### config.mk
export PLATFORM = sky130hd
export DESIGN_NAME = ppfifo
export DESIGN_NICKNAME = d
export VERILOG_FILES = /design/src/verilog/dpb_ppfifo_pkg.sv /design/src/verilog/ppfifo.sv
export SDC_FILE = /design/constraint.sdc
export NUM_CORES = 1
export LEC_CHECK = 0
export BUFFER_PORTS_ARGS = -buffer_cell sky130_fd_sc_hd__buf_2
export CORE_MARGIN = 5
export CORE_UTILIZATION = 55
export CTS_CLUSTER_SIZE = 24
export DETAILED_ROUTE_END_ITERATION = 8
export PLACE_DENSITY = 0.8
export SYNTH_ARGS = -nofsm -noshare
export SYNTH_HDL_FRONTEND = slang
export SYNTH_SLANG_ARGS = --single-unit
### constraint.sdc
create_clock -name clk -period 3.59 [get_ports clk]
set_input_delay 0.359 -clock clk [delete_from_list [all_inputs] [get_ports clk]]
set_output_delay 0.359 -clock clk [all_outputs]
set_load 0.02 [all_outputs]
### src/verilog/dpb_ppfifo_pkg.sv
// Buffer-to-stream bridge shared constants
// Data, address, ping-pong bank and read-settle timing values
`default_nettype none

package dpb_ppfifo_pkg;

  // One data word on every path
  localparam int unsigned DATA_WIDTH   = 32;

  // Block RAM address width and word count
  localparam int unsigned MEM_DEPTH    = 8;
  localparam int unsigned MEM_SIZE     = 2 ** MEM_DEPTH;

  // Ping-pong bank address width and words per bank
  localparam int unsigned PPFIFO_DEPTH = 4;
  localparam int unsigned PPFIFO_SIZE  = 2 ** PPFIFO_DEPTH;

  // Transfer size fields on the activate/ready handshakes
  localparam int unsigned SIZE_WIDTH   = 24;

  // Edges the user address must hold before read data counts as settled
  localparam int unsigned MEM_WAIT     = 2;
  localparam int unsigned WAIT_WIDTH   = $clog2(MEM_WAIT + 1);

endpackage

`default_nettype wire

### src/verilog/ppfifo.sv
// Two-bank ping-pong FIFO
// Writer claims an empty bank with activate, fills it and releases it;
// reader drains full banks in fill order through activate/stb
`default_nettype none

module ppfifo
  import dpb_ppfifo_pkg::*;
(
  input  wire                   clk,
  input  wire                   rst,

  // Write side
  output logic [1:0]            o_write_ready,
  input  wire  [1:0]            i_write_activate,
  output logic [SIZE_WIDTH-1:0] o_write_size,
  input  wire                   i_write_stb,
  input  wire  [DATA_WIDTH-1:0] i_write_data,

  // Read side
  output logic                  o_read_ready,
  input  wire                   i_read_activate,
  output logic [SIZE_WIDTH-1:0] o_read_size,
  input  wire                   i_read_stb,
  output logic [DATA_WIDTH-1:0] o_read_data
);

  localparam logic [1:0] ST_EMPTY = 2'd0;
  localparam logic [1:0] ST_FILL  = 2'd1;
  localparam logic [1:0] ST_FULL  = 2'd2;
  localparam logic [1:0] ST_READ  = 2'd3;

  logic [DATA_WIDTH-1:0] bank_mem [2][PPFIFO_SIZE];
  logic [1:0]            bank_st  [2];
  logic [PPFIFO_DEPTH:0] wr_count [2];
  logic [PPFIFO_DEPTH:0] rd_count;
  logic                  rd_ptr;
  logic                  rd_busy;
  logic                  wr_sel;
  logic                  wr_ok;
  logic                  rd_start;
  logic                  rd_pop;

  assign wr_sel = i_write_activate[1];
  assign wr_ok  = i_write_stb && (i_write_activate != 2'b00) &&
                  (bank_st[wr_sel] == ST_FILL);

  assign o_write_ready[0] = (bank_st[0] == ST_EMPTY);
  assign o_write_ready[1] = (bank_st[1] == ST_EMPTY);
  assign o_write_size     = SIZE_WIDTH'(PPFIFO_SIZE);

  // rd_ptr names the oldest full bank, or the one being read
  assign o_read_ready = !rd_busy && (bank_st[rd_ptr] == ST_FULL);
  assign o_read_size  = SIZE_WIDTH'(wr_count[rd_ptr]);
  assign o_read_data  = bank_mem[rd_ptr][rd_count[PPFIFO_DEPTH-1:0]];

  // A stb in the activation cycle itself also pops
  assign rd_start = i_read_activate && o_read_ready;
  assign rd_pop   = i_read_stb && i_read_activate && (rd_busy || o_read_ready);

  always_ff @(posedge clk) begin
    if (wr_ok) begin
      bank_mem[wr_sel][wr_count[wr_sel][PPFIFO_DEPTH-1:0]] <= i_write_data;
    end
  end

  // Per-bank lifecycle
  always_ff @(posedge clk) begin
    if (rst) begin
      for (int i = 0; i < 2; i++) begin
        bank_st[i]  <= ST_EMPTY;
        wr_count[i] <= '0;
      end
    end else begin
      for (int i = 0; i < 2; i++) begin
        case (bank_st[i])
          ST_EMPTY: begin
            if (i_write_activate[i]) begin
              bank_st[i]  <= ST_FILL;
              wr_count[i] <= '0;
            end
          end
          ST_FILL: begin
            if (!i_write_activate[i]) begin
              // Released with nothing in it
              bank_st[i] <= (wr_count[i] != '0) ? ST_FULL : ST_EMPTY;
            end else if (wr_ok && (wr_sel == 1'(i))) begin
              wr_count[i] <= wr_count[i] + 1'b1;
            end
          end
          ST_FULL: begin
            if (rd_start && (rd_ptr == 1'(i))) begin
              bank_st[i] <= ST_READ;
            end
          end
          default: begin
            if (rd_busy && !i_read_activate && (rd_ptr == 1'(i))) begin
              bank_st[i] <= ST_EMPTY;
            end
          end
        endcase
      end
    end
  end

  // Read pointer and pop count
  always_ff @(posedge clk) begin
    if (rst) begin
      rd_ptr   <= 1'b0;
      rd_busy  <= 1'b0;
      rd_count <= '0;
    end else if (rd_busy && !i_read_activate) begin
      rd_busy  <= 1'b0;
      rd_count <= '0;
      rd_ptr   <= ~rd_ptr;
    end else begin
      if (rd_start) begin
        rd_busy <= 1'b1;
      end
      if (rd_pop) begin
        rd_count <= rd_count + 1'b1;
      end
      // Other bank filled first while this one sits empty
      if ((bank_st[rd_ptr] == ST_EMPTY) && (bank_st[~rd_ptr] == ST_FULL)) begin
        rd_ptr <= ~rd_ptr;
      end
    end
  end

  a_stb_needs_bank: assert property (@(posedge clk) disable iff (rst)
    i_write_stb |-> (i_write_activate != 2'b00));

  a_count_limit: assert property (@(posedge clk) disable iff (rst)
    (wr_count[0] <= PPFIFO_SIZE) && (wr_count[1] <= PPFIFO_SIZE));

endmodule

`default_nettype wire
* Word-level counts from Yosys, hierarchy flattened
Memory sizes are Yosys's and may differ from the RTL's. A register that Yosys moved wholly into a read port is not among the register bits. Cells that the tools add are included.
Storage, ports and cells: register bits after elaboration 7, RAM bits 1038, input bits 39, logic and storage cells 136, memories 3
Cells by class: $add $sub $neg 3, magnitude comparators 3, equal/unequal tests 7, mux-type cells 73, bitwise operators 16, reductions and logical operators 28
Memories:
- bank_mem | words 2, bits a word 512, read ports 1, clocked after memory_dff 1, write ports 1, RTL line ppfifo.sv:32 | logic [DATA_WIDTH-1:0] bank_mem [2][PPFIFO_SIZE];
- wr_count | words 2, bits a word 5, read ports 4, clocked after memory_dff 1, write ports 2, RTL line ppfifo.sv:34 | logic [PPFIFO_DEPTH:0] wr_count [2];
- bank_st | words 2, bits a word 2, read ports 5, clocked after memory_dff 1, write ports 2, RTL line ppfifo.sv:33 | logic [1:0] bank_st [2];
Operators with widths (number):
- $mux 512 | 1
- $bmux 32 s4 | 1
- $demux 32 s4 | 1
- $mux 32 | 3
- $mux 1 | 53
- $mux 2 | 10
- $mux 5 | 4
- $add 5x1->5 const B | 3
- $logic_and 1x1->1 | 15
- $or 1x1->1 | 12
- $ge 5x5->1 const B | 2
- $not 4->5 | 2
- $reduce_bool 5->1 | 2
- $eq 2x2->1 const B | 4
- $eq 2x1->1 const B | 3
- $logic_not 2->1 | 3
- $reduce_or 3->1 | 2
- $lt 5x1->1 const B | 1
- $reduce_bool 2->1 | 2
- $logic_not 1->1 | 2
- $not 1->1 | 2
- $reduce_or 2->1 | 1
- $logic_or 1x1->1 | 1

* Depth between registers and ports, before layout
Gate-level depths: netlist of the first run.
depth in word-level cells 10, mapped depth 8

* Worst setup path before layout of the first run
No wires, ideal clock.
path type flip-flop to flip-flop, from memory bank_st[1][1], to memory bank_mem[1][0] in the netlist's numbering, enable pin, library setup time 421 ps, arrival 2770 ps, path slack 399 ps, stages on the path, launching flop included 7, cell sequence edfxtp_1 > clkbuf_1 > nand2b_1 > o22a_1 > or3b_1 > clkbuf_1 > nor2_1
RTL lines (RTL line):
- from (decl) | ppfifo.sv:33
- to (decl) | ppfifo.sv:32

* Final worst setup path of the first run
from register rd_count[2], to output port o_read_data[13]
Between the ends: longest elaborated chain between the ends 4
RTL lines:
- from (decl) | RTL line ppfifo.sv:35 | logic [PPFIFO_DEPTH:0] rd_count;
- from (signal assigned) | RTL line ppfifo.sv:120 | rd_count <= rd_count + 1'b1;
- $not 4->5 (implied by the code) | RTL line ppfifo.sv:54 | assign o_read_data = bank_mem[rd_ptr][rd_count[PPFIFO_DEPTH-1:0]];
- $bmux 32 s4 | RTL line ppfifo.sv:54
- $mux 32 (implied by the code) (2 in series) | RTL line ppfifo.sv:54
- to (decl) | RTL line ppfifo.sv:24 | output logic [DATA_WIDTH-1:0] o_read_data
Every way passes these cells. The select of a mux whose other input is x is not followed.

==> metrics.cfg, run 1 <==
[critical_path]
r2r_slack_ns = 0.68
regToRegEndpoint = bank_mem[1][399]$_DFFE_PP_
crit_path_start_kind = register
worst-path-max-fanout = 29
rr_worst_depth = 5
crit_path_category = register to output pin
endpoint_kind = output pin
worst_path_dominant_cell_family = compound AO/OA/AOI/OAI gates
critical_path_arrival_ns = 3.15
critical_path.cell_chain = or3b_1 > o22ai_1 > a211oi_1 > a22oi_1 > buf_2
slowest_stage = sky130_fd_sc_hd__or3b_1
worst-endpoint-required_ns = 3.23
critical_path.max_stage_delay_ns = 0.69
worstPathBufferInverterCount = 1
regToRegStartpoint = bank_st[0][1]$_SDFFCE_PP0P_

[clock_network]
cts.sink_count = 1045
cts-hold-fix-buffers = 0
clockBufferDepth = 3
clk_lat_worst_skew_ns = 0.66
tritoncts.num_buffers = 94
clk_root_buffer_cell = sky130_fd_sc_hd__clkbuf_16
cts.htree.levels = 3
cts_tree = done
cts.clk_slew.worst_paths_ns = 0.06

[floorplanning]
fp-row-count = 100
floorplan.initialDensity = 0.553
core_ar_mm2 = 0.0742
design.portCount = 122
die_y_um = 283
design.die.area_mm2 = 0.0802
fp.dieW_um = 283

[pwr]
power.ir.vdd_worst_uv = 393
power.leakage_nw = 14.2
power_density_mw_per_mm2 = 588

[finish]
fillers = 4701
final_net_count = 2276
layout.cells.most_common = sky130_fd_sc_hd__edfxtp_1
layout-drive-gt1-share = 0.225
final_cell_mix = sky130_fd_sc_hd__edfxtp_1, sky130_fd_sc_hd__mux2i_1, sky130_fd_sc_hd__mux4_2, sky130_fd_sc_hd__clkbuf_16, sky130_fd_sc_hd__buf_2
synthToLayoutAreaGrowth_pct = 13.1

[timing]
final_critical_path_setup_slack_ns = 0.0799
timing.final.setup_violations = 0
worst_margin_slew_ns = 0.798
max_freq_mhz = 285
slew-limit-headroom = 0.468
timing.final.hold_violations = 0
period_needed_ns = 3.51
hold_worst_slack_ns = 0.0632
timing.clock.skew_ns = 0.0291
setup_total_negative_slack_ns = 0
setup_repair_after_global_routing_missed_its_margin = no
layout_worst_path_cycle_share = 0.978
finalMaxSlewViolations = 0

[hold_path]
worst_hold_path.endpoint = rd_ptr$_SDFFE_PP0N_
timing.hold.worst.start = rst
min-delay-path-class = input pin to register
worst_hold_path.num_cells = 2

[global_routing]
grt_antenna_before_repair = 10
overflow = 0
largest_net_degree_at_the_start_of_global_routing = 41
grt_first_pass_wirelength_mm = 150
vias_in_the_first_global_route = 22300
grt_usage = 0.253

[routing]
drc = 0
routed.top_layer = met5
drt_first_pass_iters = 7
route.met3.wl_mm = 11.9
route.final.wire_length_mm = 103
drt-initial-drc-count = 3169
final_antenna_net_count = 0
avgRoutedWirePerCell_um = 31.3
dr_wl_met2_mm = 51.0
m1_wire_length_mm = 35.4
drt-vias-per-instance = 6.64
vias = 21800

[run_status]
outcome = finished, final reports clean

[placement]
place_congestion = 0.813
worst_slack_placed_ns = 0.585
hpwlAfterDp_mm = 55.7
placement.io_buffers = 78

[synth]
mean_cell_area_of_the_mapped_netlist_um2 = 19.8
synth_warnings = 0
synth_seq_cells = 1045
fraction_of_the_yosys_area_taken_by_sequential_cells = 0.762
post_synthesis_cell_area_mm2 = 0.0411
ys_dominant_reg_cell = sky130_fd_sc_hd__edfxtp_1
synth_edf_count = 1038
post_synth_inst_count = 2077
ys_async_sr_fraction = 0
synth.lib_cells_used.distinct = 61

[flow_run]
max_cap_viol_count = 0

==> area by class of cell <==
cell class,instances,area [um2],area share
Antenna cell,7,17.5,0.000377
Sequential cell,1045,31300,0.674
Clock buffer,106,2440,0.0525
Clock inverter,71,803,0.0173
Timing Repair Buffer,187,1650,0.0355
Multi-Input combinational cell,895,8970,0.193
Inverter,9,33.8,0.000727
Tap cell,969,1210,0.0261
==> metrics by stage <==
| stage | std cells | cell area [um2] | total power, mW | utilization |
|---|---|---|---|---|
| after floorplan | 2118 | 41200 | 16.2 | - |
| after global placement | 3100 | 43100 | 16.9 | 0.581 |
| after detailed placement | 3100 | 43100 | 17.0 | 0.581 |
| after CTS | 3283 | 46400 | 27.4 | 0.626 |
| after global routing | 3282 | 46400 | 28.1 | 0.626 |
| final | 3289 | 46500 | 27.3 | 0.626 |
==> sequential cells by signal, summed over array words and instances, names as in the netlist, named ones only <==
| register | cells |
|---|---|
| bank_st | 4 |
| rd_count | 4 |
| bank_mem | 1024 |
| wr_count | 10 |
| rd_busy | 1 |
| rd_ptr | 1 |
==> synthesized netlist by cell type, types with 10 or more instances <==
cell                           n  area [um2]
sky130_fd_sc_hd__buf_2        23         115
sky130_fd_sc_hd__buf_6        13         146
sky130_fd_sc_hd__a21oi_1      34         170
sky130_fd_sc_hd__buf_4        52         390
sky130_fd_sc_hd__nor2_1      106         398
sky130_fd_sc_hd__a2111oi_2    12         180
sky130_fd_sc_hd__buf_12       10         200
sky130_fd_sc_hd__a221oi_1     64         561
sky130_fd_sc_hd__edfxtp_1   1038       31200
sky130_fd_sc_hd__o21ai_1      43         215
sky130_fd_sc_hd__mux2i_1     258        2580
sky130_fd_sc_hd__a22oi_1      32         240
sky130_fd_sc_hd__mux4_2      128        2880
sky130_fd_sc_hd__a2111oi_0    14         123
sky130_fd_sc_hd__o221ai_1     32         280
sky130_fd_sc_hd__o21ai_0      25         125
sky130_fd_sc_hd__clkbuf_1     64         240
==> where the power goes <==
group	total (mW)	internal, mW	switching, mW
registers	13.7	13.5	0.133
clock network	10.5	6.02	4.49
logic	3.13	1.34	1.79
==> per-layer routing <==
metal | vias up | global-route usage
met4 | 6 | 0.109
met5 | - | 0
li1 | 8820 | -
met2 | 1657 | 0.419
met1 | 11100 | 0.329
met3 | 285 | 0.0553
==> worst max path at each step <==
stage | start | to | depth (start not counted)
after floorplan | bank_st[1][1]$_SDFFCE_PP0P_ | bank_mem[1][0]$_DFFE_PP_ | 6
after CTS | rd_count[2]$_SDFFE_PP0P_ | o_read_data[3] | 6
final | rd_count[2]$_SDFFE_PP0P_ | o_read_data[13] | 5
after detailed placement | rd_count[0]$_SDFFE_PP0P_ | o_read_data[14] | 6
after global routing | rd_count[2]$_SDFFE_PP0P_ | o_read_data[2] | 6
after global placement | register | o_read_data[0] | 7
==> what timing repair did <==
action / CTS / global route
endpoints found under the setup margin: 8 / 3
buffers inserted: 6 / 0
hold endpoints to repair: 0 / 0
gates resized for setup: 3 / 2
==> worst reg2reg max path, cell delays in order, from the launching register on <==
cell and delay [ns]:
sky130_fd_sc_hd__edfxtp_1 0.49, sky130_fd_sc_hd__and3b_1 0.32, sky130_fd_sc_hd__o21a_1 0.20, sky130_fd_sc_hd__or3b_1 0.71, sky130_fd_sc_hd__nor2_4 0.59, sky130_fd_sc_hd__buf_12 0.29
==> cells by family (layout without fill, tap and decap cells) <==
logic type,after synthesis,in the layout,synth area share
AOI/OAI and AO/OA,286,286,0.0520
xor gates and xnor gates,10,10,0.00213
adders and majority gates,5,5,0.00152
buffers and inverters,178,373,0.0294
DFF,1045,1045,0.762
muxes,389,389,0.134
other,2,50,0.000183
and+or+nand+nor,162,162,0.0184
Power figures use the tool's default switching activity.
==> inputs of run 2 (changes only) <==
--- a/config.mk
+++ b/config.mk
@@ -11,6 +11,7 @@
 export CTS_CLUSTER_SIZE = 24
 export DETAILED_ROUTE_END_ITERATION = 8
 export PLACE_DENSITY = 0.8
+export RECOVER_POWER = 25
 export SYNTH_ARGS = -nofsm -noshare
 export SYNTH_HDL_FRONTEND = slang
 export SYNTH_SLANG_ARGS = --single-unit
==> run 2 against run 1 <==
Net effect:
- global-route usage is the same
- first-iteration DRC count shrank 0.44%
- flip-flop and latch count is the same
==> metrics.cfg, run 2 (synthesis results as in run 1) <==
[finish]
layout-drive-gt1-share = 0.217  ; -0.00865
synthToLayoutAreaGrowth_pct = 13.1  ; about the same
final_cell_mix = sky130_fd_sc_hd__edfxtp_1, sky130_fd_sc_hd__mux2i_1, sky130_fd_sc_hd__mux4_2, sky130_fd_sc_hd__clkbuf_16, sky130_fd_sc_hd__nor2_1
fillers = 4710  ; +0.19%
layout.cells.most_common = sky130_fd_sc_hd__edfxtp_1
final_net_count = 2276  ; unchanged
flip_flop_count_of_the_largest_register_after_layout = 1024  ; unchanged
final_util = 0.626  ; about the same

[global_routing]
overflow = 0  ; unchanged
grt_antenna_before_repair = 8  ; -2
vias_in_the_first_global_route = 22300  ; unchanged
grt_usage = 0.253  ; unchanged
largest_net_degree_at_the_start_of_global_routing = 41  ; unchanged
grt_first_pass_wirelength_mm = 150  ; unchanged

[timing]
setup_repair_after_global_routing_missed_its_margin = no
timing.final.hold_violations = 0  ; unchanged
timing.final.setup_violations = 0  ; unchanged
timing.clock.skew_ns = 0.0300  ; +0.000882 ns
max_freq_mhz = 281  ; -1.3%
layout_worst_path_cycle_share = 0.991  ; +0.0129
setup_total_negative_slack_ns = 0  ; unchanged
hold_worst_slack_ns = 0.0666  ; +0.00337 ns
slew-limit-headroom = 0.137  ; -0.330
finalMaxSlewViolations = 0  ; unchanged
period_needed_ns = 3.56  ; +0.0463 ns
worst_margin_slew_ns = 1.29  ; +0.495 ns

[clock_network]
clockBufferDepth = 3  ; unchanged
cts-hold-fix-buffers = 0  ; unchanged
cts_tree = done
cts.clk_slew.worst_paths_ns = 0.06  ; about the same
cts.sink_count = 1045  ; unchanged
clk_root_buffer_cell = sky130_fd_sc_hd__clkbuf_16
clk_lat_worst_skew_ns = 0.66  ; about the same
tritoncts.num_buffers = 94  ; unchanged
cts.htree.levels = 3  ; unchanged

[critical_path]
crit_path_category = register to output pin
crit_path_start_kind = register
worst-endpoint-required_ns = 3.23  ; about the same
crit_path_frequent_cell = sky130_fd_sc_hd__buf_4
rr_worst_depth = 5  ; unchanged
endpoint_kind = output pin
critical_path.cell_chain = buf_4 > buf_4 > mux4_2 > a2111oi_0 > a22oi_1 > buf_2
slowest_stage = sky130_fd_sc_hd__dfxtp_4
critical_path.max_stage_delay_ns = 0.66  ; -0.03 ns
critical_path_arrival_ns = 3.20  ; +0.05 ns
worst-path-max-fanout = 18  ; -38%

[floorplanning]
floorplan.initialDensity = 0.553  ; unchanged
fp-row-count = 100  ; unchanged
fp.dieW_um = 283  ; unchanged
die_y_um = 283  ; unchanged
core_ar_mm2 = 0.0742  ; unchanged
design.die.area_mm2 = 0.0802  ; unchanged
design.portCount = 122  ; unchanged

[routing]
vias = 21700  ; -0.71%
route.final.wire_length_mm = 103  ; +0.13%
drt-vias-per-instance = 6.60  ; -0.65%
drt-initial-drc-count = 3155  ; -0.44%
avgRoutedWirePerCell_um = 31.4  ; +0.19%
drt_first_pass_iters = 6  ; -1
drc = 0  ; unchanged
final_antenna_net_count = 0  ; unchanged

[pwr]
total_power_mw = 27.3  ; about the same
power.ir.vdd_worst_uv = 396  ; +0.77%
power.leakage_nw = 14.2  ; -0.39%
power_density_mw_per_mm2 = 589  ; +0.12%

[placement]
place_congestion = 0.813  ; unchanged
hpwlAfterDp_mm = 55.7  ; unchanged
placement.io_buffers = 78  ; unchanged

[flow_run]
max_cap_viol_count = 0  ; unchanged

[hold_path]
min-delay-path-class = input pin to register
worst_hold_path.num_cells = 2  ; unchanged

[run_status]
outcome = finished, final reports clean

## run 2: cell count changes in the layout (fill, tap and decap cells not counted)
cell                       change
sky130_fd_sc_hd__buf_2        -20
sky130_fd_sc_hd__diode_2       -2
sky130_fd_sc_hd__clkbuf_1     +20
## run 2: worst paths after layout
path / start / end / slack (ns)
max: rd_count[0]$_SDFFE_PP0P_ / o_read_data[22] / 0.03
min: rst / rd_ptr$_SDFFE_PP0N_ / 0.07
max reg2reg: bank_st[0][1]$_SDFFCE_PP0P_ / bank_mem[1][399]$_DFFE_PP_ / 0.67
min reg2reg: rd_busy$_SDFFE_PP0N_ / rd_busy$_SDFFE_PP0N_ / 0.62
## run 2: worst max-delay path: cells and delay by family, from the launching register on
kind,cells,cell delay [ns]
buf+inv,3,0.72
compound gates,2,0.79
mux,1,0.36
flops,1,0.66
## run 2: layout make-up
| type | instances | area (um2) | area share |
|---|---|---|---|
| Multi-Input combinational cell | 895 | 8970 | 0.193 |
| Sequential cell | 1045 | 31300 | 0.675 |
| Clock buffer | 106 | 2440 | 0.0525 |
| Antenna cell | 5 | 12.5 | 0.000269 |
| Timing Repair Buffer | 187 | 1620 | 0.0350 |
| Clock inverter | 71 | 803 | 0.0173 |
| Inverter | 9 | 33.8 | 0.000728 |
| Tap cell | 969 | 1210 | 0.0261 |
## run 2: through the flow
stage,instances,setup WS (ns),cell area (um2)
after floorplan,2118,0.399,41200
after global placement,3100,0.534,43100
after detailed placement,3100,0.585,43100
after CTS,3283,0.0437,46400
after global routing,3282,0.00384,46400
final,3287,0.0335,46400
## run 2: repair_timing
| action | in CTS | in global routing |
|---|---|---|
| resized for setup | 3 | 2 |
| cloned | 0 | 0 |
| setup buffers | 6 | 0 |
| setup endpoints to repair | 8 | 3 |
| hold endpoints to repair | 0 | 0 |
| pin swaps | 0 | 0 |
## run 2: metal layers
| metal | global-route usage | wire (um) | share of wire |
|---|---|---|---|
| met2 | 0.419 | 51100 | 0.49 |
| met5 | 0 | 27 | 0.00026 |
| met1 | 0.329 | 35800 | 0.35 |
| met3 | 0.0553 | 11500 | 0.11 |
| met4 | 0.109 | 4780 | 0.046 |
## run 2: power breakdown
group	switching [mW]	leakage [nW]	internal, mW
registers	0.133	9.42	13.6
clock network	4.50	1.56	6.02
logic	1.80	3.19	1.33
total	6.43	14.2	20.9
