## src/verilog/dpb_ppfifo_pkg.sv

```systemverilog
// Buffer-to-stream bridge shared constants
// Data, address, ping-pong bank and read-settle timing values
`default_nettype none

package dpb_ppfifo_pkg;

  // One data word on every path
  localparam int unsigned DATA_WIDTH   = 32;

  // Block RAM address width and word count
  localparam int unsigned MEM_DEPTH    = 8;
  localparam int unsigned MEM_SIZE     = 2 ** MEM_DEPTH;

  // Ping-pong bank address width and words per bank
  localparam int unsigned PPFIFO_DEPTH = 4;
  localparam int unsigned PPFIFO_SIZE  = 2 ** PPFIFO_DEPTH;

  // Transfer size fields on the activate/ready handshakes
  localparam int unsigned SIZE_WIDTH   = 24;

  // Edges the user address must hold before read data counts as settled
  localparam int unsigned MEM_WAIT     = 2;
  localparam int unsigned WAIT_WIDTH   = $clog2(MEM_WAIT + 1);

endpackage

`default_nettype wire

```

## src/verilog/adapter_dpb_ppfifo.sv

```systemverilog
// Block RAM to ping-pong FIFO adapter
// Tracks when user read data has settled, and moves blocks between the
// RAM's second port and the outbound and inbound ping-pong handshakes
`default_nettype none

module adapter_dpb_ppfifo
  import dpb_ppfifo_pkg::*;
(
  input  wire                   clk,
  input  wire                   rst,

  // Commands
  input  wire                   i_ppfifo_2_mem_en,
  input  wire                   i_mem_2_ppfifo_stb,
  input  wire                   i_cancel_write_stb,
  output logic [31:0]           o_num_reads,
  output logic                  o_idle,

  // User address watch
  input  wire  [MEM_DEPTH-1:0]  i_bram_addr,
  output logic                  o_bram_valid,

  // Outbound ping-pong write side
  input  wire  [1:0]            i_write_ready,
  output logic [1:0]            o_write_activate,
  input  wire  [SIZE_WIDTH-1:0] i_write_size,
  output logic                  o_write_stb,

  // Inbound ping-pong read side
  input  wire                   i_read_ready,
  output logic                  o_read_activate,
  input  wire  [SIZE_WIDTH-1:0] i_read_size,
  input  wire  [DATA_WIDTH-1:0] i_read_data,
  output logic                  o_read_stb,

  // RAM port B
  output logic                  o_mem_we,
  output logic [MEM_DEPTH-1:0]  o_mem_addr,
  output logic [DATA_WIDTH-1:0] o_mem_din
);

  localparam logic [1:0] S_IDLE     = 2'd0;
  localparam logic [1:0] S_WR_SETUP = 2'd1;
  localparam logic [1:0] S_WRITE    = 2'd2;
  localparam logic [1:0] S_READ     = 2'd3;

  logic [1:0]            state;
  logic [SIZE_WIDTH-1:0] count;
  logic [MEM_DEPTH-1:0]  prev_addr;
  logic [WAIT_WIDTH-1:0] wait_cnt;

  assign o_idle    = (state == S_IDLE);
  // Inbound word goes straight to port B, o_mem_we picks the cycle
  assign o_mem_din = i_read_data;

  // Valid once the address has held for MEM_WAIT edges
  assign o_bram_valid = (prev_addr == i_bram_addr) &&
                        (wait_cnt == WAIT_WIDTH'(MEM_WAIT));

  always_ff @(posedge clk) begin
    if (rst) begin
      prev_addr <= '0;
      wait_cnt  <= WAIT_WIDTH'(MEM_WAIT);
    end else if (prev_addr != i_bram_addr) begin
      prev_addr <= i_bram_addr;
      wait_cnt  <= '0;
    end else if (wait_cnt < WAIT_WIDTH'(MEM_WAIT)) begin
      wait_cnt <= wait_cnt + 1'b1;
    end
  end

  // Transfer FSM; strobes default low every cycle
  always_ff @(posedge clk) begin
    o_write_stb <= 1'b0;
    o_read_stb  <= 1'b0;
    o_mem_we    <= 1'b0;
    if (rst || i_cancel_write_stb) begin
      state            <= S_IDLE;
      o_write_activate <= 2'b00;
      o_read_activate  <= 1'b0;
      o_num_reads      <= '0;
      count            <= '0;
      o_mem_addr       <= '0;
    end else begin
      case (state)
        S_IDLE: begin
          o_write_activate <= 2'b00;
          o_read_activate  <= 1'b0;
          count            <= '0;
          o_mem_addr       <= '0;
          if (i_mem_2_ppfifo_stb) begin
            state <= S_WR_SETUP;
          end else if (i_ppfifo_2_mem_en && i_read_ready) begin
            o_read_activate <= 1'b1;
            state           <= S_READ;
          end
        end
        S_WR_SETUP: begin
          // Wait here until a bank frees, bank 0 first
          if (i_write_ready != 2'b00) begin
            if (i_write_ready[0]) begin
              o_write_activate <= 2'b01;
            end else begin
              o_write_activate <= 2'b10;
            end
            state <= S_WRITE;
          end
        end
        S_WRITE: begin
          // Port B read latency lines dout up with the strobe
          if (count < i_write_size) begin
            o_write_stb <= 1'b1;
            o_mem_addr  <= o_mem_addr + 1'b1;
            count       <= count + 1'b1;
          end else begin
            o_write_activate <= 2'b00;
            state            <= S_IDLE;
          end
        end
        S_READ: begin
          // Write cycle, then pop cycle, per word
          if (o_mem_we) begin
            o_read_stb <= 1'b1;
            count      <= count + 1'b1;
          end else if (count < i_read_size) begin
            o_mem_we <= 1'b1;
            if (o_read_stb) begin
              o_mem_addr <= o_mem_addr + 1'b1;
            end
          end else begin
            o_num_reads     <= o_num_reads + 32'd1;
            o_read_activate <= 1'b0;
            state           <= S_IDLE;
          end
        end
        default: begin
          state <= S_IDLE;
        end
      endcase
    end
  end

  // Only one outbound bank is ever claimed
  a_one_bank: assert property (@(posedge clk) disable iff (rst)
    !(&o_write_activate));

  // Inbound pops stay inside the activate window
  a_stb_in_read: assert property (@(posedge clk) disable iff (rst)
    o_read_stb |-> o_read_activate);

endmodule

`default_nettype wire

```

## config.mk

```make
export PLATFORM = sky130hd
export DESIGN_NAME = adapter_dpb_ppfifo
export DESIGN_NICKNAME = d
export VERILOG_FILES = /design/src/verilog/dpb_ppfifo_pkg.sv /design/src/verilog/adapter_dpb_ppfifo.sv
export SDC_FILE = /design/constraint.sdc
export NUM_CORES = 1
export LEC_CHECK = 0
export BUFFER_PORTS_ARGS = -buffer_cell sky130_fd_sc_hd__buf_2
export CAP_MARGIN = 30
export CORE_UTILIZATION = 50
export CTS_CLUSTER_SIZE = 12
export DETAILED_ROUTE_END_ITERATION = 8
export HOLD_SLACK_MARGIN = 0.05
export PLACE_DENSITY_LB_ADDON = 0.1
export SLEW_MARGIN = 20
export SYNTH_ARGS = -nofsm -noshare
export SYNTH_HDL_FRONTEND = slang
export SYNTH_SLANG_ARGS = --single-unit
```

## constraint.sdc

```tcl
create_clock -name clk -period 5.15 [get_ports clk]
set_input_delay 0.515 -clock clk [delete_from_list [all_inputs] [get_ports clk]]
set_output_delay 0.515 -clock clk [all_outputs]
set_load 0.02 [all_outputs]
```

==> Word-level counts from Yosys, hierarchy flattened <==
Index checks and enable logic that the tools add are counted.
{ "op_classes": {"reduce_logical": 19, "add_sub_neg": 4, "bitwise_logic": 4, "n_eq_ne": 15, "mux": 28, "n_lt_le_gt_ge": 3} }
{ "ops": {"columns": ["op", "n"], "rows": [
  ["case mux 24 bit (3 select lines)", 1],
  ["< comparator 24 bit", 2],
  ["2-to-1 mux 24 bit", 2],
  ["adder 32 x 1 -> 32 bit, second input constant", 1],
  ["2-to-1 mux 8 bit", 4],
  ["adder 24 x 1 -> 24 bit, second input constant", 1],
  ["case mux 8 bit (3 select lines)", 1],
  ["2-to-1 mux 2 bit", 10],
  ["!= test 2 bit, second input constant", 8],
  ["AND reduction 3 bit", 4],
  ["AND reduction 5 bit", 2],
  ["adder 8 x 1 -> 8 bit, second input constant", 1],
  ["== test 8 bit", 1],
  ["!= test 8 bit", 1],
  ["case mux 2 bit (4 select lines)", 1],
  ["2-to-1 mux 1 bit", 7],
  ["== test 2 bit, second input constant", 3],
  ["case mux 2 bit (3 select lines)", 1],
  ["nonzero test 2 bit", 3],
  ["nonzero test 3 bit", 2],
  ["OR reduction 2 bit", 3],
  ["NOT 1 bit", 4],
  ["!= test 3 x 2 -> 1 bit, second input constant", 1],
  ["OR reduction 3 bit", 1],
  ["other kinds (7)", 8]
]} }
{ "totals": {"word_cells": 85, "ff_bits": 82, "output_inout_bits": 80, "inputBits": 96} }

==> Depth between registers and ports, before layout <==
Gate-level depths: netlist of the first run.
{ "logic_depth": {"depth_word": 5, "depth_mapped": 11, "ltp_nobuf": 9} }

==> Worst setup path before layout of the first run <==
Ideal clock, no wire load.
{ "synth_timing": {"kind": "input -> register", "start": "input i_write_size[17]", "end": "register o_mem_addr[1]", "required_time_ps": 5080, "path_buffers": 0, "arrival_ps": 2766, "slack_ps": 2314, "stages": 9, "setup_time_ps": 70, "path_cell_list": "inv_1 ha_1 a21o_1 a221o_1 a221oi_4 nor2b_2 or3_4 or4_1 a21oi_1"} }
{ "synth_via": {"elab_chain_len": 3} }
{ "synth_lines": {"columns": ["item", "line_no", "rtl"], "rows": [
  ["start, declared", "adapter_dpb_ppfifo.sv:26", "input wire [SIZE_WIDTH-1:0] i_write_size,"],
  ["< comparator 24 bit", "adapter_dpb_ppfifo.sv:111", "if (count < i_write_size) begin"],
  ["!= test 2 bit (no line)", null, null],
  ["AND reduction 5 bit (no line)", null, null],
  ["end signal, assigned", "adapter_dpb_ppfifo.sv:113", "o_mem_addr <= o_mem_addr + 1'b1;"],
  ["end signal, assigned", "adapter_dpb_ppfifo.sv:128", "o_mem_addr <= o_mem_addr + 1'b1;"],
  ["end, declared", "adapter_dpb_ppfifo.sv:38", "output logic [MEM_DEPTH-1:0] o_mem_addr,"]
]} }
No other way between the ends.
A chain may end at the register's enable or synchronous reset.

==> Worst setup path after layout of the first run <==
{ "layout_timing": {"start": "register count[21]", "end": "register o_num_reads[23]"} }
{ "layout_via": {"elab_chain_len": 3} }
{ "layout_lines": {"columns": ["item", "line_no", "rtl"], "rows": [
  ["start, declared", "adapter_dpb_ppfifo.sv:48", "logic [SIZE_WIDTH-1:0] count;"],
  ["start signal, assigned", "adapter_dpb_ppfifo.sv:114", "count <= count + 1'b1;"],
  ["start signal, assigned", "adapter_dpb_ppfifo.sv:124", "count <= count + 1'b1;"],
  ["< comparator 24 bit", "adapter_dpb_ppfifo.sv:125", "end else if (count < i_read_size) begin"],
  ["NOT 1 bit (no line)", null, null],
  ["AND reduction 3 bit (no line)", null, null],
  ["end signal, assigned", "adapter_dpb_ppfifo.sv:131", "o_num_reads <= o_num_reads + 32'd1;"],
  ["end, declared", "adapter_dpb_ppfifo.sv:16", "output logic [31:0] o_num_reads,"]
]} }
No other way between the ends.

==> reports/metrics.csv, run 1 <==
stage;metric;value;unit
synth;Post-Synthesis Cells;691;
clock_network;clk sinks;82;
floorplanning;# rows;38;
timing;TNS Setup;0;ps
cells_and_area;diode count;0;
critical_path;Worst path max stage delay;660;ps
synth;syn_area_per_cell;8.06;um2
critical_path;Arrival @ worst endpoint;3900;ps
synth;EDFF count, synth;0;
cells_and_area;share of layout cells above drive strength 1;0.194;
synth;asr flop ratio synth;0;
detailed_routing;average wire per standard cell;14.8;um
timing;Achievable Freq;0.277;GHz
power;peak supply drop;0.000139;V
critical_path;RR Startpoint;count[21];
critical_path;crit path max fanout;16;
synth;Synth Area in Adders;0.119;
placed_design;hpwl dp;9780;um
floorplanning;IO Pins;176;
floorplanning;Die X-Extent;108;um
cells_and_area;Final Non-Filler Cells;903;
clock_network;number of H-tree levels;3;
floorplanning;Die ar.;11600;um2
global_routing;first-pass GRT wire length;22000;um
detailed_routing;routed wire length;13400;um
timing;Slew Viols, Final;0;
clock_network;CTS buffer count;9;
detailed_routing;Via density;5.78;
critical_path;worst path cell trace;ha_1, nand4_1, nor4_1, a2111oi_0, nand3_1, o21ai_1, buf_4, or4_1, a21oi_1;
placed_design;routability cong.;0.843;
synth;compound-gate portion of the synthesized area;0.213;
detailed_routing;DRC;0;
synth;sequential element share of the synthesized area;0.295;
detailed_routing;DRT antenna net count;0;
critical_path;Buf+Inv Stages, Crit Path;1;
critical_path;element type at the critical path end;flop;
floorplanning;Die Y;108;um
clock_network;Clock Pin Slew Worst Setup and Hold Paths;100;ps
synth;synthesized flop and latch total;82;
clock_network;post-CTS setup buffer count;0;
cells_and_area;commonest cells after routing, fill and taps aside;buf_2, dfxtp_1, inv_1;
global_routing;pin count of the biggest net entering global routing;51;
global_routing;antenna violations before repair;0;
placed_design;dpl cells;884;
timing;fin crit share;0.700;
synth;Ys Warns;0;
placed_design;port buffer count;111;
synth;Yosys cell types;55;
floorplanning;Core Area;10800;um2
critical_path;Slowest-stage cell, CP;nor4_1;
synth;syn nets;840;
synth;largest family of logic cells by synthesized area;simple AND/OR/NAND/NOR gates;
timing;unrepaired setup endpoints after global routing;no;
floorplanning;Starting Density;0.514;
critical_path;CP required;5440;ps
synth;Synth Area in Simple Gates;0.233;
timing;Final Hold Viols;0;
clock_network;worst-skew pair later-pin latency;360;ps
clock_network;Root Driver;clkbuf_8;
timing;Clock Skew;13.5;ps
timing;Max-slew headroom;0.337;
global_routing;global route total overflow;0;
power;Power Dens Cells;210;nW/um2
global_routing;All-Layer GR Usage;0.235;
clock_network;CTS tree;yes;
clock_network;cts repair resizes;0;
critical_path;Worst Setup Start Kind;flop;
timing;worst slew pin tran;994;ps
detailed_routing;initial DRC count;301;
power;static leakage;2.83;nW
detailed_routing;TritonRoute pass-1 iters;5;
synth;Top FF cell, synth;dfxtp_1;
timing;crit path time final;3610;ps
clock_network;CTS max path bufs;2;
critical_path;Setup crit start;count[21];
job;Max-cap violations;0;
min_path;min-delay worst type;input port to flop;
outcome;run status;complete, no violations;
critical_path;CP delay by family, top;simple AND/OR/NAND/NOR gates;
cells_and_area;most common cell after layout, fill and taps aside;buf_2;
cells_and_area;filler instances;1048;
synth;synthesized area;5570;um2
synth;mux contribution to synthesized area;0.00539;
detailed_routing;via count;5222;
critical_path;Crit Path Category;flop to flop;
clock_network;hold_buf cts;0;
min_path;HP Start;i_bram_addr[1];
global_routing;vias in the first global route;4731;
timing;Setup violations, final;0;
cells_and_area;area delta synth->final;11.7;%
cells_and_area;# nets final;907;
synth;Post-Synth XOR/XNOR Area;0.0314;
==> cell usage after synthesis (all sizes together) (2+ instances only) <==
| cell | n | area share |
|---|---|---|
| nor2 | 29 | 0.020 |
| nand4 | 18 | 0.021 |
| o2111ai | 6 | 0.0094 |
| o211ai | 9 | 0.012 |
| ha | 53 | 0.12 |
| a221oi | 2 | 0.0063 |
| o21ai | 33 | 0.030 |
| inv | 57 | 0.038 |
| o21a | 32 | 0.043 |
| o31a | 3 | 0.0047 |
| dfxtp | 82 | 0.29 |
| or2 | 3 | 0.0034 |
| or4 | 14 | 0.019 |
| nand3 | 29 | 0.026 |
| mux2i | 3 | 0.0054 |
| or3 | 14 | 0.017 |
| buf | 42 | 0.053 |
| nand2 | 48 | 0.032 |
| nor3 | 24 | 0.022 |
| a31oi | 5 | 0.0056 |
| and2 | 7 | 0.0079 |
| a211oi | 2 | 0.0027 |
| o31ai | 18 | 0.024 |
| a21oi | 51 | 0.046 |
| and3 | 11 | 0.012 |
| xor2 | 19 | 0.030 |
| nor3b | 9 | 0.012 |
| nand2b | 4 | 0.0045 |
| nor2b | 11 | 0.013 |
| nor4 | 9 | 0.014 |
| a32o | 6 | 0.011 |
| a2111oi | 3 | 0.0047 |
| clkbuf | 19 | 0.013 |
| and4 | 4 | 0.0063 |
==> stage by stage <==
step                cell area [um2]  power, mW  hold WS (ps)  worst slack, ps   util
floorplan                      5570      0.804           468             2310      -
global placement               5960      0.816           463             1310  0.550
detailed placement             5970      0.822           475             1350  0.551
CTS                            6180       1.31           380             1530  0.570
global route                   6220       1.37           381             1180  0.574
finish                         6220       1.31           394             1540  0.574
==> flip-flops by register name, indices dropped and copies added (netlist names) <==
signal / count
count: 24
o_write_activate: 2
o_read_stb: 1
wait_cnt: 2
state: 2
o_mem_we: 1
o_write_stb: 1
o_num_reads: 32
prev_addr: 8
o_read_activate: 1
o_mem_addr: 8
==> metal layers <==
metal  track usage  up-vias  wire length [um]
met4        0.0773        0               165
met2         0.392      168              6310
met3        0.0430       25               885
met1         0.304     2409              6010
met5             0        -                 0
li1              -     2620                 -
==> power breakdown <==
part,leakage [nW],switching (mW),internal (mW)
sequential,0.663,0.00466,0.640
combinational,2.06,0.0993,0.0686
clock,0.103,0.260,0.233
total,2.83,0.364,0.942
==> area by class of cell <==
type / count / area [um2] / area share
multi-input combinational: 491 / 3360 / 0.540
sequential: 82 / 1640 / 0.264
timing repair buffer: 117 / 621 / 0.0997
inverter: 57 / 214 / 0.0344
tap: 140 / 175 / 0.0281
clock buffer: 9 / 124 / 0.0199
clock inverter: 7 / 88.8 / 0.0143
==> worst register-to-register path, delay by kind of cell, from the launching register on <==
kind	cells	cell delay, ps
compound gates	3	680
fa+ha+maj	1	330
buf+inv	1	260
flops	1	390
simple gates	4	1900
==> final timing paths <==
path                     endpoint  slack, ps  cells past startpoint
hold / removal       prev_addr[1]        390                      2
setup reg to reg  o_num_reads[23]       1540                      9
setup / recovery  o_num_reads[23]       1540                      9
hold reg to reg   o_read_activate        480                      2
==> cell families after synthesis <==
logic type / Yosys count
and+or+nand+nor: 236
buffers and inverters: 118
adders and majority gates: 53
xor gates and xnor gates: 20
DFF: 82
muxes: 3
AOI/OAI and AO/OA: 179
Power figures use the tool's default switching activity.
==> run 2, diff against run 1 <==
- CORE_UTILIZATION: 50 -> 47
- clock period: 5.15 -> 3.1 ns (I/O delays scaled with it)
==> reports/metrics.csv, run 2 (synthesis gave the netlist of run 1 again) <==
stage;metric;value;unit
outcome;run status;complete, no violations;
timing;unrepaired setup endpoints after global routing;no;
clock_network;worst-skew pair later-pin latency;340;ps
power;power share of the sequential group;0.419;
placed_design;port buffer count;111;
floorplanning;Starting Density;0.486;
cells_and_area;Largest register FFs;32;
detailed_routing;via count;5304;
floorplanning;Die Y;111;um
cells_and_area;share of layout cells above drive strength 1;0.231;
cells_and_area;# nets final;940;
power;static leakage;3.05;nW
global_routing;antenna violations before repair;0;
clock_network;number of H-tree levels;3;
clock_network;CTS buffer count;9;
cells_and_area;multi-input combinational cell area;3360;um2
placed_design;routability cong.;0.785;
timing;PnR worst setup slack;174;ps
detailed_routing;initial DRC count;294;
critical_path;Crit Path Category;flop to flop;
clock_network;clk sinks;82;
cells_and_area;filler instances;1069;
power;peak supply drop;0.000294;V
timing;crit path time final;2930;ps
power;Gate power share;0.111;
floorplanning;Die ar.;12300;um2
detailed_routing;Via density;5.65;
detailed_routing;DRT antenna net count;0;
power;clock power share;0.469;
global_routing;All-Layer GR Usage;0.235;
timing;Hold WS;204;ps
cells_and_area;FF+latch area;1650;um2
cells_and_area;largest registers;o_num_reads (32), count (24);
floorplanning;IO Pins;176;
detailed_routing;TritonRoute pass-1 iters;5;
global_routing;global-route track usage on met2;0.386;
timing;Max-slew headroom;0.461;
power;Internal;1.92;mW
job;Max-cap violations;0;
floorplanning;Die X-Extent;111;um
timing;fin crit share;0.944;
detailed_routing;average wire per standard cell;14.9;um
global_routing;vias in the first global route;5101;
global_routing;global route total overflow;0;
min_path;min-delay worst type;input port to flop;
floorplanning;Core Area;11500;um2
critical_path;crit path max fanout;6;
cells_and_area;diode count;0;
critical_path;Arrival @ worst endpoint;3190;ps
clock_network;Root Driver;clkbuf_16;
cells_and_area;area delta synth->final;18.3;%
timing;Slew Viols, Final;0;
timing;Setup violations, final;0;
critical_path;FF-to-FF setup slack;170;ps
global_routing;pin count of the biggest net entering global routing;31;
placed_design;pre-CTS setup slack;135;ps
detailed_routing;DRC;0;
cells_and_area;most common cell after layout, fill and taps aside;buf_2;
timing;Clock Skew;7.54;ps
floorplanning;# rows;39;
global_routing;first-pass GRT wire length;24000;um
timing;Final Hold Viols;0;
cells_and_area;Top reg by flops;o_num_reads;
power;Power Dens Cells;388;nW/um2
placed_design;hpwl dp;10700;um
timing;TNS Setup;0;ps
critical_path;Worst Setup Start Kind;flop;
critical_path;element type at the critical path end;flop;
global_routing;GR peak layer;met2;
global_routing;GR Util met3;0.0394;
timing;worst slew pin tran;808;ps
clock_network;CTS tree;yes;
global_routing;met1 Use GR;0.307;
power;Switch Pwr;0.636;mW
clock_network;Clock Pin Slew Worst Setup and Hold Paths;70;ps
timing;Achievable Freq;0.342;GHz
detailed_routing;routed wire length;14000;um
cells_and_area;commonest cells after routing, fill and taps aside;buf_2, dfxtp_1, inv_1;
clock_network;CTS max path bufs;2;
critical_path;CP required;3370;ps
power;switching share of power;0.249;
==> run 2: cell types whose count changed in the layout (fill, tap and decap cells not counted), sizes merged <==
cell    before  now
inv         59   60
clkbuf       9   10
buf        117  150
clkinv       3    0
bufinv       1    2
==> run 2: final cells by class <==
class / instances / area share
timing repair buffer: 150 / 0.131
inverter: 57 / 0.0325
clock inverter: 6 / 0.0142
multi-input combinational: 491 / 0.510
tap: 143 / 0.0271
sequential: 82 / 0.250
clock buffer: 10 / 0.0362
==> run 2: stage by stage <==
stage / std cells / instance area (um2) / power, mW / utilization
finish: 939 / 6590 / 2.55 / 0.575
global route: 939 / 6590 / 2.65 / 0.575
global placement: 922 / 6240 / 1.37 / 0.544
detailed placement: 922 / 6240 / 1.38 / 0.544
CTS: 938 / 6580 / 2.58 / 0.573
floorplan: 691 / 5570 / 1.34 / -
==> run 2: path summary, 6_finish.rpt <==
| kind | depth (start not counted) | from | endpoint |
|---|---|---|---|
| min reg2reg | 2 | o_num_reads[31] | o_num_reads[31] |
| min | 2 | i_bram_addr[5] | prev_addr[5] |
| max | 10 | count[16] | o_mem_addr[1] |
| max reg2reg | 10 | count[16] | o_mem_addr[1] |
==> run 2: timing repair <==
action / 4_1_cts / 5_1_grt
setup endpoints to repair: 0 / 19
gates resized for setup: 0 / 5
hold buffers: 0 / 0
setup buffers: 0 / 1
==> run 2: critical path: stages (launching register included) <==
cell and delay, ps:
dfxtp_1 330, buf_4 160, ha_1 170, a21o_1 180, a221o_1 350, a221oi_4 380, buf_4 190, nor2b_2 40
or3_4 390, or4_1 510, a21oi_1 140
==> run 2: power by group through the flow <==
stage | registers, mW | logic, mW | clock network, mW
after global routing | 1.07 | 0.322 | 1.26
after floorplan | 1.10 | 0.239 | 0
after CTS | 1.07 | 0.285 | 1.22
after global placement | 1.09 | 0.274 | 0
final | 1.07 | 0.284 | 1.20
after detailed placement | 1.10 | 0.284 | 0
==> run 2: per-layer routing <==
| layer | vias to the layer above | part of all wire |
|---|---|---|
| met5 | - | 0 |
| met4 | 0 | 0.018 |
| met3 | 29 | 0.054 |
| met2 | 131 | 0.46 |
| met1 | 2466 | 0.47 |
| li1 | 2678 | - |
==> run 3, diff against run 2 <==
- CORE_UTILIZATION: 47 -> 33
- GPL_TIMING_DRIVEN: not set -> 0
==> reports/metrics.csv, run 3 (synthesis gave the netlist of run 1 again) <==
stage;metric;value;unit
power;peak supply drop;0.000219;V
power;Power Dens Cells;352;nW/um2
floorplanning;# rows;47;
global_routing;antenna violations before repair;0;
clock_network;CTS tree;yes;
global_routing;first-pass GRT wire length;26400;um
floorplanning;Starting Density;0.337;
cells_and_area;area delta synth->final;24.6;%
placed_design;pre-CTS setup slack;-322;ps
timing;Achievable Freq;0.338;GHz
timing;worst slew pin tran;905;ps
floorplanning;Core Area;16500;um2
timing;crit path time final;2960;ps
critical_path;Arrival @ worst endpoint;3190;ps
timing;Slew Viols, Final;0;
critical_path;CP delay by family, top;simple AND/OR/NAND/NOR gates;
critical_path;CP required;3330;ps
cells_and_area;commonest cells after routing, fill and taps aside;buf_2, dfxtp_1, inv_1;
global_routing;pin count of the biggest net entering global routing;14;
detailed_routing;average wire per standard cell;14.8;um
cells_and_area;diode count;0;
critical_path;Buf+Inv Stages, Crit Path;1;
power;static leakage;3.20;nW
detailed_routing;DRC;0;
timing;Setup violations, final;0;
floorplanning;Die ar.;17400;um2
critical_path;Worst path max stage delay;700;ps
detailed_routing;top layer used by detailed routing;met4;
detailed_routing;initial DRC count;251;
global_routing;global route total overflow;0;
placed_design;post-placement cell area;6560;um2
detailed_routing;TritonRoute pass-1 iters;4;
cells_and_area;FF+latch area;1640;um2
clock_network;Root Driver;clkbuf_16;
power;Total Power Consumption;2.44;mW
detailed_routing;via count;5515;
job;Max-cap violations;0;
clock_network;CTS max path bufs;2;
detailed_routing;Via density;5.14;
clock_network;Clock Pin Slew Worst Setup and Hold Paths;60;ps
cells_and_area;# nets final;997;
critical_path;element type at the critical path end;flop;
critical_path;worst path cell trace;ha_1, nand4_1, nor3_2, or4b_2, and4_2, o21ai_4, buf_4, nor4_1, o21a_1;
critical_path;crit path max fanout;10;
global_routing;All-Layer GR Usage;0.188;
cells_and_area;share of layout cells above drive strength 1;0.266;
clock_network;number of H-tree levels;3;
cells_and_area;most common cell after layout, fill and taps aside;buf_2;
cells_and_area;Top reg by flops;o_num_reads;
cells_and_area;Largest register FFs;32;
floorplanning;IO Pins;176;
floorplanning;Die X-Extent;132;um
detailed_routing;DRT antenna net count;0;
timing;Clock Skew;6.83;ps
global_routing;vias in the first global route;5432;
placed_design;hpwl dp;12200;um
outcome;run status;complete, no violations;
clock_network;hold_buf cts;0;
detailed_routing;routed wire length;15900;um
critical_path;Worst Setup Start Kind;flop;
clock_network;clk sinks;82;
placed_design;port buffer count;143;
detailed_routing;met3 wire length;880;um
clock_network;worst-skew pair later-pin latency;340;ps
timing;PnR worst setup slack;143;ps
timing;Max-slew headroom;0.391;
timing;TNS Setup;0;ps
min_path;min-delay worst type;input port to flop;
detailed_routing;Routed met1 length;7210;um
critical_path;Slowest-stage cell, CP;or4b_2;
timing;fin crit share;0.954;
floorplanning;Die Y;132;um
clock_network;CTS buffer count;9;
detailed_routing;met2 WL;7430;um
cells_and_area;Final Cell Area;6940;um2
timing;Final Hold Viols;0;
placed_design;routability cong.;0.806;
critical_path;Crit Path Category;flop to flop;
timing;Hold WS;204;ps
cells_and_area;multi-input combinational cell area;3430;um2
cells_and_area;largest registers;o_num_reads (32), count (24);
cells_and_area;filler instances;1724;
==> run 3: where the power goes <==
part | internal, mW | switching [mW] | leakage, nW
clock | 0.560 | 0.439 | 0.131
sequential | 1.06 | 0.00797 | 0.664
combinational | 0.155 | 0.214 | 2.40
total | 1.78 | 0.661 | 3.20
==> run 3: area by class of cell <==
| class | instances | share of cell area |
|---|---|---|
| Sequential cell | 82 | 0.237 |
| Tap cell | 220 | 0.0396 |
| Multi-Input combinational cell | 491 | 0.493 |
| Clock inverter | 5 | 0.00432 |
| Buffer | 61 | 0.0541 |
| Timing Repair Buffer | 146 | 0.106 |
| Clock buffer | 11 | 0.0350 |
| Inverter | 57 | 0.0308 |
==> run 3: metrics by stage <==
step	utilization	std cells
2_1_floorplan	-	691
3_3_place_gp	0.397	1054
3_5_place_dp	0.397	1054
4_1_cts	0.417	1072
5_1_grt	0.420	1073
6_report	0.420	1073
==> run 3: metal layers <==
metal	global-route usage	up-vias
li1	-	2795
met1	0.233	2541
met2	0.325	154
met3	0.0315	25
met4	0.0685	0
met5	0	-
==> run 3: timing repair <==
item,in CTS,in global routing
pin swaps,1,3
endpoints found under the setup margin,56,50
gates resized for setup,9,12
cloned,0,0
setup buffers,2,1
==> run 3: final timing paths <==
path / startpoint / slack, ps / cells after the start / end
max: count[13] / 140 / 9 / count[6]
min: i_bram_addr[5] / 200 / 2 / prev_addr[5]
max reg2reg: count[13] / 140 / 9 / count[6]
min reg2reg: o_num_reads[31] / 490 / 2 / o_num_reads[31]
